## config.mk

```make
export PLATFORM = sky130hd
export DESIGN_NAME = fpu_unit
export DESIGN_NICKNAME = d
export VERILOG_FILES = /design/src/fpu_data_pkg.sv /design/src/fpu_op_pkg.sv /design/src/fpu_unit.sv /design/src/fpu_except.sv /design/src/fpu_result_stage.sv /design/src/fp_compare.sv /design/src/fpu_op_decode.sv /design/src/operand_bypass.sv
export SDC_FILE = /design/constraint.sdc
export NUM_CORES = 1
export LEC_CHECK = 0
export BUFFER_PORTS_ARGS = -buffer_cell sky130_fd_sc_hd__buf_2
export CAP_MARGIN = 20
export CORE_MARGIN = 2
export CORE_UTILIZATION = 56
export DETAILED_ROUTE_END_ITERATION = 6
export GPL_ROUTABILITY_DRIVEN = 0
export GPL_TIMING_DRIVEN = 0
export PLACE_DENSITY = 0.81
export SLEW_MARGIN = 20
export SYNTH_ARGS = -nofsm -noshare
export SYNTH_HDL_FRONTEND = slang
export SYNTH_SLANG_ARGS = --single-unit
export TNS_END_PERCENT = 30
```

## constraint.sdc

```tcl
create_clock -name clk -period 2.9 [get_ports clk]
set_input_delay 0.29 -clock clk [delete_from_list [all_inputs] [get_ports clk]]
set_output_delay 0.29 -clock clk [all_outputs]
set_load 0.1 [all_outputs]
```

## src/fpu_data_pkg.sv

```systemverilog
// double, bus word, compare flag, exception and completion-code types
package fpu_data_pkg;

  localparam int DATA_W = 64;
  localparam int EXP_W  = 11;
  localparam int MANT_W = 52;

  typedef logic [DATA_W-1:0] data_t;

  // data with parity on top, xor of the whole word is zero when good
  typedef logic [DATA_W:0] bus_word_t;

  typedef logic [3:0] cmp_flags_t;
  localparam int FLG_EQ    = 0;
  localparam int FLG_LT    = 1;
  localparam int FLG_GT    = 2;
  localparam int FLG_UNORD = 3;

  typedef logic [1:0] excpt_t;
  localparam int EXC_INV = 0;
  localparam int EXC_DEN = 1;

  // {raised[1:0], trap, parity error}
  typedef logic [3:0] ret_t;

endpackage

```

## src/fpu_op_pkg.sv

```systemverilog
// opcode and operand-source enums, control register type
// and trap-enable bit positions
package fpu_op_pkg;

  // operations handled by the logic/compare port
  typedef enum logic [2:0] {
    OP_AND       = 3'd0,
    OP_OR        = 3'd1,
    OP_XOR       = 3'd2,
    OP_ANDN      = 3'd3,
    OP_CMP_ORD   = 3'd4,
    OP_CMP_UNORD = 3'd5
  } op_t;

  // where an operand comes from
  typedef enum logic [1:0] {
    FWD_NONE     = 2'd0,
    FWD_BUS0     = 2'd1,
    FWD_BUS1     = 2'd2,
    // bus 0 one cycle back
    FWD_BUS0_OLD = 2'd3
  } fwd_t;

  typedef logic [31:0] fpcsr_t;

  // trap enables in fpcsr
  localparam int CSR_INV_EN = 0;
  localparam int CSR_DEN_EN = 1;

endpackage
```

## src/fpu_unit.sv

```systemverilog
// logic and compare issue port: bypass, decode, compare,
// result and exception stages
`timescale 1ns/1ps

module fpu_unit import fpu_op_pkg::*, fpu_data_pkg::*; (
  input  logic       clk,
  input  logic       rst,
  input  logic       en,
  input  op_t        op,
  input  bus_word_t  a,
  input  bus_word_t  b,
  input  fwd_t       fwd_a,
  input  fwd_t       fwd_b,
  input  bus_word_t  bus0,
  input  bus_word_t  bus1,
  input  fpcsr_t     fpcsr,
  output logic       res_valid,
  output bus_word_t  res_bus,
  output cmp_flags_t flags,
  output ret_t       ret,
  output logic       ret_en
);

  bus_word_t  opa;
  bus_word_t  opb;
  logic       byp_valid;
  op_t        op_q;
  logic       is_cmp;
  logic       ordered;
  logic       dec_valid;
  cmp_flags_t cmp_flags;
  excpt_t     raised;

  // stage 1
  operand_bypass bypass_inst (
    .clk(clk), .rst(rst), .en(en), .fwd_a(fwd_a), .fwd_b(fwd_b),
    .a(a), .b(b), .bus0(bus0), .bus1(bus1),
    .opa(opa), .opb(opb), .valid(byp_valid)
  );

  fpu_op_decode decode_inst (
    .clk(clk), .rst(rst), .en(en), .op(op),
    .op_q(op_q), .is_cmp(is_cmp), .ordered(ordered), .valid(dec_valid)
  );

  fp_compare compare_inst (
    .opa(opa), .opb(opb), .is_cmp(is_cmp), .ordered(ordered),
    .flags(cmp_flags), .raised(raised)
  );

  // stage 2
  fpu_result_stage result_inst (
    .clk(clk), .rst(rst), .valid(dec_valid), .op_q(op_q), .is_cmp(is_cmp),
    .opa(opa), .opb(opb), .flags_in(cmp_flags),
    .res_valid(res_valid), .res_bus(res_bus), .flags(flags)
  );

  fpu_except except_inst (
    .clk(clk), .rst(rst), .valid(byp_valid), .opa(opa), .opb(opb),
    .raised(raised), .fpcsr(fpcsr), .ret(ret), .ret_en(ret_en)
  );

endmodule

```

## src/fpu_except.sv

```systemverilog
// operand parity check, exception masking and completion code
`timescale 1ns/1ps

module fpu_except import fpu_op_pkg::*, fpu_data_pkg::*; (
  input  logic      clk,
  input  logic      rst,
  input  logic      valid,
  input  bus_word_t opa,
  input  bus_word_t opb,
  input  excpt_t    raised,
  input  fpcsr_t    fpcsr,
  output ret_t      ret,
  output logic      ret_en
);

  logic   perr;
  logic   trap;
  excpt_t trap_en;
  ret_t   code;

  assign perr = (^opa) || (^opb);

  assign trap_en[EXC_INV] = fpcsr[CSR_INV_EN];
  assign trap_en[EXC_DEN] = fpcsr[CSR_DEN_EN];
  assign trap = |(raised & trap_en);

  // a parity error hides any raised exception
  always_comb begin
    if (perr)
      code = 4'b0001;
    else
      code = {raised, trap, 1'b0};
  end

  always_ff @(posedge clk) begin
    if (rst) begin
      ret    <= '0;
      ret_en <= 1'b0;
    end else if (valid) begin
      ret    <= code;
      ret_en <= 1'b1;
    end else begin
      ret    <= '0;
      ret_en <= 1'b0;
    end
  end

endmodule

```

## src/fpu_result_stage.sv

```systemverilog
// logic op, result select, parity generation and output registers
`timescale 1ns/1ps

module fpu_result_stage import fpu_op_pkg::*, fpu_data_pkg::*; (
  input  logic       clk,
  input  logic       rst,
  input  logic       valid,
  input  op_t        op_q,
  input  logic       is_cmp,
  input  bus_word_t  opa,
  input  bus_word_t  opb,
  input  cmp_flags_t flags_in,
  output logic       res_valid,
  output bus_word_t  res_bus,
  output cmp_flags_t flags
);

  data_t da;
  data_t db;
  data_t logic_res;
  data_t res_data;

  assign da = opa[DATA_W-1:0];
  assign db = opb[DATA_W-1:0];

  always_comb begin
    case (op_q)
      OP_OR:   logic_res = da | db;
      OP_XOR:  logic_res = da ^ db;
      OP_ANDN: logic_res = da & ~db;
      default: logic_res = da & db;
    endcase
  end

  // compares only report flags
  assign res_data = is_cmp ? '0 : logic_res;

  always_ff @(posedge clk) begin
    if (rst) begin
      res_valid <= 1'b0;
      res_bus   <= '0;
      flags     <= '0;
    end else if (valid) begin
      res_valid <= 1'b1;
      // even parity over the full word
      res_bus   <= {^res_data, res_data};
      flags     <= flags_in;
    end else begin
      res_valid <= 1'b0;
      res_bus   <= '0;
      flags     <= '0;
    end
  end

endmodule

```

## src/fp_compare.sv

```systemverilog
// double compare with eq/lt/gt/unord flags and invalid/denormal raise
`timescale 1ns/1ps

module fp_compare import fpu_data_pkg::*; (
  input  bus_word_t  opa,
  input  bus_word_t  opb,
  input  logic       is_cmp,
  input  logic       ordered,
  output cmp_flags_t flags,
  output excpt_t     raised
);

  data_t             da;
  data_t             db;
  logic              sign_a;
  logic              sign_b;
  logic [EXP_W-1:0]  exp_a;
  logic [EXP_W-1:0]  exp_b;
  logic [MANT_W-1:0] mant_a;
  logic [MANT_W-1:0] mant_b;
  logic              nan_a;
  logic              nan_b;
  logic              snan_a;
  logic              snan_b;
  logic              den_a;
  logic              den_b;
  logic              mag_lt;
  logic              mag_eq;
  logic              zero_both;
  logic              is_eq;
  logic              is_lt;

  assign da = opa[DATA_W-1:0];
  assign db = opb[DATA_W-1:0];

  assign sign_a = da[DATA_W-1];
  assign sign_b = db[DATA_W-1];
  assign exp_a  = da[DATA_W-2 -: EXP_W];
  assign exp_b  = db[DATA_W-2 -: EXP_W];
  assign mant_a = da[MANT_W-1:0];
  assign mant_b = db[MANT_W-1:0];

  assign nan_a  = (&exp_a) && (|mant_a);
  assign nan_b  = (&exp_b) && (|mant_b);
  // quiet bit clear means signalling
  assign snan_a = nan_a && !mant_a[MANT_W-1];
  assign snan_b = nan_b && !mant_b[MANT_W-1];
  assign den_a  = (exp_a == '0) && (|mant_a);
  assign den_b  = (exp_b == '0) && (|mant_b);

  // magnitude only, sign bit dropped
  assign mag_lt    = da[DATA_W-2:0] < db[DATA_W-2:0];
  assign mag_eq    = da[DATA_W-2:0] == db[DATA_W-2:0];
  assign zero_both = (da[DATA_W-2:0] == '0) && (db[DATA_W-2:0] == '0);

  always_comb begin
    is_eq = 1'b0;
    is_lt = 1'b0;
    if (zero_both || ((sign_a == sign_b) && mag_eq))
      is_eq = 1'b1;
    else if (sign_a != sign_b)
      is_lt = sign_a;
    else
      // negative values order the other way round
      is_lt = sign_a ? !mag_lt : mag_lt;
  end

  always_comb begin
    flags  = '0;
    raised = '0;
    if (is_cmp) begin
      if (nan_a || nan_b) begin
        flags[FLG_UNORD] = 1'b1;
      end else begin
        flags[FLG_EQ] = is_eq;
        flags[FLG_LT] = is_lt;
        flags[FLG_GT] = !is_eq && !is_lt;
      end
      raised[EXC_INV] = ordered ? (nan_a || nan_b) : (snan_a || snan_b);
      raised[EXC_DEN] = den_a || den_b;
    end
  end

endmodule

```

## src/fpu_op_decode.sv

```systemverilog
// registered opcode decode into logic-select and compare controls
`timescale 1ns/1ps

module fpu_op_decode import fpu_op_pkg::*; (
  input  logic clk,
  input  logic rst,
  input  logic en,
  input  op_t  op,
  output op_t  op_q,
  output logic is_cmp,
  output logic ordered,
  output logic valid
);

  op_t  op_dec;
  logic cmp_dec;
  logic ord_dec;

  // undefined codes fall back to and
  always_comb begin
    op_dec  = OP_AND;
    cmp_dec = 1'b0;
    ord_dec = 1'b0;
    case (op)
      OP_OR:   op_dec = OP_OR;
      OP_XOR:  op_dec = OP_XOR;
      OP_ANDN: op_dec = OP_ANDN;
      OP_CMP_ORD: begin
        op_dec  = OP_CMP_ORD;
        cmp_dec = 1'b1;
        ord_dec = 1'b1;
      end
      OP_CMP_UNORD: begin
        op_dec  = OP_CMP_UNORD;
        cmp_dec = 1'b1;
      end
      default: op_dec = OP_AND;
    endcase
  end

  always_ff @(posedge clk) begin
    if (rst) begin
      op_q    <= OP_AND;
      is_cmp  <= 1'b0;
      ordered <= 1'b0;
      valid   <= 1'b0;
    end else begin
      valid <= en;
      if (en) begin
        op_q    <= op_dec;
        is_cmp  <= cmp_dec;
        ordered <= ord_dec;
      end else begin
        // keep the comparator quiet between ops
        is_cmp <= 1'b0;
      end
    end
  end

endmodule

```

## src/operand_bypass.sv

```systemverilog
// operand source select between dispatch data and result buses,
// with a one-cycle-old copy of bus 0
`timescale 1ns/1ps

module operand_bypass import fpu_op_pkg::*, fpu_data_pkg::*; (
  input  logic      clk,
  input  logic      rst,
  input  logic      en,
  input  fwd_t      fwd_a,
  input  fwd_t      fwd_b,
  input  bus_word_t a,
  input  bus_word_t b,
  input  bus_word_t bus0,
  input  bus_word_t bus1,
  output bus_word_t opa,
  output bus_word_t opb,
  output logic      valid
);

  bus_word_t bus0_old;

  function automatic bus_word_t pick(input fwd_t sel, input bus_word_t disp,
                                     input bus_word_t b0, input bus_word_t b1,
                                     input bus_word_t b0_old);
    case (sel)
      FWD_BUS0:     pick = b0;
      FWD_BUS1:     pick = b1;
      FWD_BUS0_OLD: pick = b0_old;
      default:      pick = disp;
    endcase
  endfunction

  always_ff @(posedge clk) begin
    if (rst) begin
      bus0_old <= '0;
      valid    <= 1'b0;
    end else begin
      bus0_old <= bus0;
      valid    <= en;
    end
  end

  // parity bit travels with the data
  always_ff @(posedge clk) begin
    if (en) begin
      opa <= pick(fwd_a, a, bus0, bus1, bus0_old);
      opb <= pick(fwd_b, b, bus0, bus1, bus0_old);
    end
  end

endmodule

```

==> impl_metrics.env <==
export IMPL_clock_fmax_mhz=300
export IMPL_synth_top_cell_by_area="edfxtp_1"
export IMPL_clock_sinks=275
export IMPL_nFillCells=2058
export IMPL_crit_arrival_ps=3780
export IMPL_whs_endpoint="bypass_inst.bus0_old[11]"
export IMPL_seqPwrFrac_pct=34.7
export IMPL_fp_dieH_um=184
export IMPL_syn2layout_area_growth_pct=28.1
export IMPL_synthTopCellsByArea="edfxtp_1, mux4_2, dfxtp_1"
export IMPL_numPortBuffers=342
export IMPL_reg2reg_depth=12
export IMPL_worst_path_dominant_cell_family="compound AO/OA/AOI/OAI gates"
export IMPL_synthDistinctLibCells=56
export IMPL_synthArstFlopShare_pct=0
export IMPL_r2r_start="bypass_inst.opa[1]"
export IMPL_power_density_nw_per_um2=564
export IMPL_cts_max_path_buffers=3
export IMPL_ys_seq_area_share_pct=37.5
export IMPL_num_rows=65
export IMPL_fin_setup_tns_ps=-1270
export IMPL_violations="negative setup slack"
export IMPL_vdd_drop_max_mv=0.577
export IMPL_place_hpwl_mm=44.0
export IMPL_grt_ovfl_total=0
export IMPL_crit_slowest_cell="o41a_1"
export IMPL_maxSlewHeadroom_pct=19.1
export IMPL_rsz0062_at_grt="true"
export IMPL_worst_path_max_fanout=3
export IMPL_drtAntennaViolNets=0
export IMPL_r2r_slack_ps=-440
export IMPL_grt_max_degree=88
export IMPL_startpoint_type="register"
export IMPL_wl_per_cell_um=25.5
export IMPL_skew_ps=22.5
export IMPL_fin_area_sq_um=23200
export IMPL_root_buffer="clkbuf_16"
export IMPL_netSwitchingPower_mw=4.37
export IMPL_synth_seq_cells=275
export IMPL_die_w_um=184
export IMPL_synth_edff_count=130
export IMPL_cp_required_ps=3340
export IMPL_grt_pass1_wl_mm=90.4
export IMPL_ff_latch_area_sq_um=6820
export IMPL_cellInternalPower_mw=8.73
export IMPL_power_mw=13.1
export IMPL_tightest_slew_ps=1210
export IMPL_setup_viol=6
export IMPL_critPathMaxStageDelay_ps=550
export IMPL_syn_cell_area_sq_um=18100
export IMPL_crit_reg2reg_capture="result_inst.flags[2]"
export IMPL_ys_warn_count=0
export IMPL_fin_cells=2500
export IMPL_end_kind="register"
export IMPL_drv_cap=0
export IMPL_finalCritPeriodShare_pct=115
export IMPL_syn_inst=1583
export IMPL_ios=377
export IMPL_synthesis_nets=2084
export IMPL_first_global_vias=16200
export IMPL_start_util_pct=57.2
export IMPL_grt_util_all_layers_pct=35.6
export IMPL_holdPathStages=2
export IMPL_coreArea_sq_um=31700
export IMPL_sw_frac_of_total_pct=33.4
export IMPL_fin_crit_ps=3340
export IMPL_drt_first_pass_iters=6
export IMPL_multi_input_area_sq_um=10900
export IMPL_worstSkewPairLatency_ps=570
export IMPL_drtIter0Drc=1880
export IMPL_nets=2576
export IMPL_slew_violations=0
export IMPL_cts_tree="done"
export IMPL_h_tree_depth=1
export IMPL_viasPerCell=6.42
export IMPL_dp_cells=2328
export IMPL_clkPwrFrac_pct=28.3
export IMPL_placed_cell_area_sq_um=20400
export IMPL_combPwrFrac_pct=37.0
export IMPL_hold_viol=0
export IMPL_antenna_found_initial=2
export IMPL_cp_num_buf_inv=1
export IMPL_status="finished with violations"
export IMPL_syn_avg_cell_area_sq_um=11.5
export IMPL_leakagePower_nw=9.97
export IMPL_routed_wl_mm=63.7
export IMPL_cp_cell_sequence="inv_2, ha_4, o21bai_1, a21oi_1, o21bai_1, a21oi_1, nor3_1, o31ai_1, a31oi_1, o41a_1, o31a_1, a211oi_2"
export IMPL_drive_gt1_share_pct=34.5
export IMPL_hold_path_class="in2reg"
export IMPL_min_from="bus0[11]"
export IMPL_numCtsBuffers=28
export IMPL_dieArea_sq_um=33800
export IMPL_fin_ws_ps=-435
export IMPL_clkTransAtPathRegs_ps=60
export IMPL_drc=0
export IMPL_netlist_area_leader_share_pct=21.5
export IMPL_crit_type="reg2reg"
export IMPL_synth_main_ff_cell="dfxtp_1"
export IMPL_route_vias_total=16100
registers in the layout, indices dropped and copies added, names as in the netlist:
signal,flops
bypass_inst.bus0_old,65
bypass_inst.opb,65
result_inst.flags,4
result_inst.res_bus,65
bypass_inst.opa,65
decode_inst.op_q,3
except_inst.ret_en,1
except_inst.ret,4
decode_inst.valid,1
decode_inst.ordered,1
decode_inst.is_cmp,1
cells by family after synthesis:
kind of cell / after synthesis / synth area share [%]
muxes: 131 / 16.2
and+or+nand+nor: 370 / 11.1
AOI/OAI and AO/OA: 195 / 7.95
DFF: 275 / 37.5
adders and majority gates: 199 / 13.7
buffers and inverters: 253 / 5.63
xor gates and xnor gates: 160 / 7.80
metal layers:
metal	part of all wire, %	global-route usage [%]	up-vias
met3	14	10.5	391
met2	45	56.6	1333
met4	7.0	19.8	2
met5	0.017	0	-
li1	-	-	6726
met1	34	43.4	7598
repair_timing:
| item | 4_1_cts | 5_1_grt |
|---|---|---|
| pin swaps | 41 | 17 |
| hold buffers | 63 | 0 |
| setup endpoints to repair | 4 | 7 |
| gates cloned | 2 | 0 |
| setup buffers | 44 | 13 |
| gates resized for setup | 124 | 52 |
| endpoints found under the hold margin | 62 | 0 |
cell type report:
type                    count  area share [%]
flip-flops and latches    275            29.3
well taps                 402            2.16
clock buffers              45            3.77
plain buffers              84            2.48
clock inverters             7           0.323
diodes                      1          0.0108
multi-input cells        1055            46.8
inverters                 167            2.70
repair buffers            464            12.4
worst max-delay path by stage:
stage	start	end	slack, ps	depth (start not counted)
finish	bypass_inst.opa[1]	result_inst.flags[2]	-440	12
global route	bypass_inst.opa[1]	result_inst.flags[2]	-350	12
CTS	decode_inst.op_q[2]	result_inst.res_bus[64]	-90	13
detailed placement	decode_inst.op_q[2]	result_inst.res_bus[64]	-650	10
global placement	decode_inst.op_q[0]	result_inst.res_bus[64]	-620	11
floorplan	decode_inst.op_q[2]	result_inst.res_bus[64]	300	14
power by group through the flow:
stage	combinational, mW	sequential (mW)	clock, mW
final	4.85	4.55	3.70
after global routing	5.04	4.56	3.85
after CTS	4.33	4.53	3.74
after detailed placement	4.01	4.61	0
after global placement	3.93	4.60	0
after floorplan	2.76	4.76	0
layout by cell type, fill, tap and decap left out, drive strengths merged, types with 4 or more instances in the layout:
cell,Yosys,routed
inv,167,167
nand3,69,69
nor2b,73,73
o2bb2ai,23,23
nor2,89,89
mux4,130,130
a2111oi,7,7
clkbuf,54,98
a311oi,9,9
clkinv,0,6
buf,32,432
dfxtp,145,145
edfxtp,130,130
nor3b,4,4
a21oi,70,70
nor3,5,5
xnor2,142,142
a311o,23,23
nand4,17,17
and2,17,17
nand2,20,20
o21bai,17,17
nor4,20,20
or3b,10,10
xor2,17,17
nand2b,4,4
a22oi,20,20
dlygate4sd3,0,63
or3,25,25
nand3b,12,12
ha,199,199
o21ai,11,11
metrics by stage:
step | hold slack [ps] | setup WS (ps) | util, %
3_3_place_gp | 485 | -617 | 64.2
5_1_grt | 38.4 | -349 | 73.3
6_report | 29.5 | -435 | 73.3
3_5_place_dp | 493 | -653 | 64.3
4_1_cts | 6.60 | -86.2 | 72.0
2_1_floorplan | 369 | 296 | -
worst register-to-register path: cells and delay by family, from the launching register on:
family | cells | cell delay (ps)
simple gates | 1 | 90
fa+ha+maj | 1 | 310
buf+inv | 1 | 170
flops | 1 | 510
compound gates | 9 | 2120
cells in the mapped netlist (4+ instances only):
master / count
o21bai_1: 17
a2111oi_2: 4
edfxtp_1: 130
or3_1: 25
nand3b_1: 12
xnor2_1: 142
a311oi_1: 4
a21oi_1: 70
a311o_1: 23
and2_1: 17
nand2_1: 20
buf_2: 9
inv_1: 167
o21ai_0: 11
or3b_2: 9
clkbuf_1: 54
nor3_1: 5
nor2_1: 89
ha_1: 199
o2bb2ai_1: 23
nand4_1: 17
xor2_1: 17
dfxtp_1: 145
a311oi_2: 5
nor2b_1: 73
a22oi_1: 20
nor4_1: 20
buf_6: 5
nand2b_1: 4
nand3_1: 66
mux4_2: 130
buf_1: 14
No activity file was read; power rests on OpenSTA's default activity.
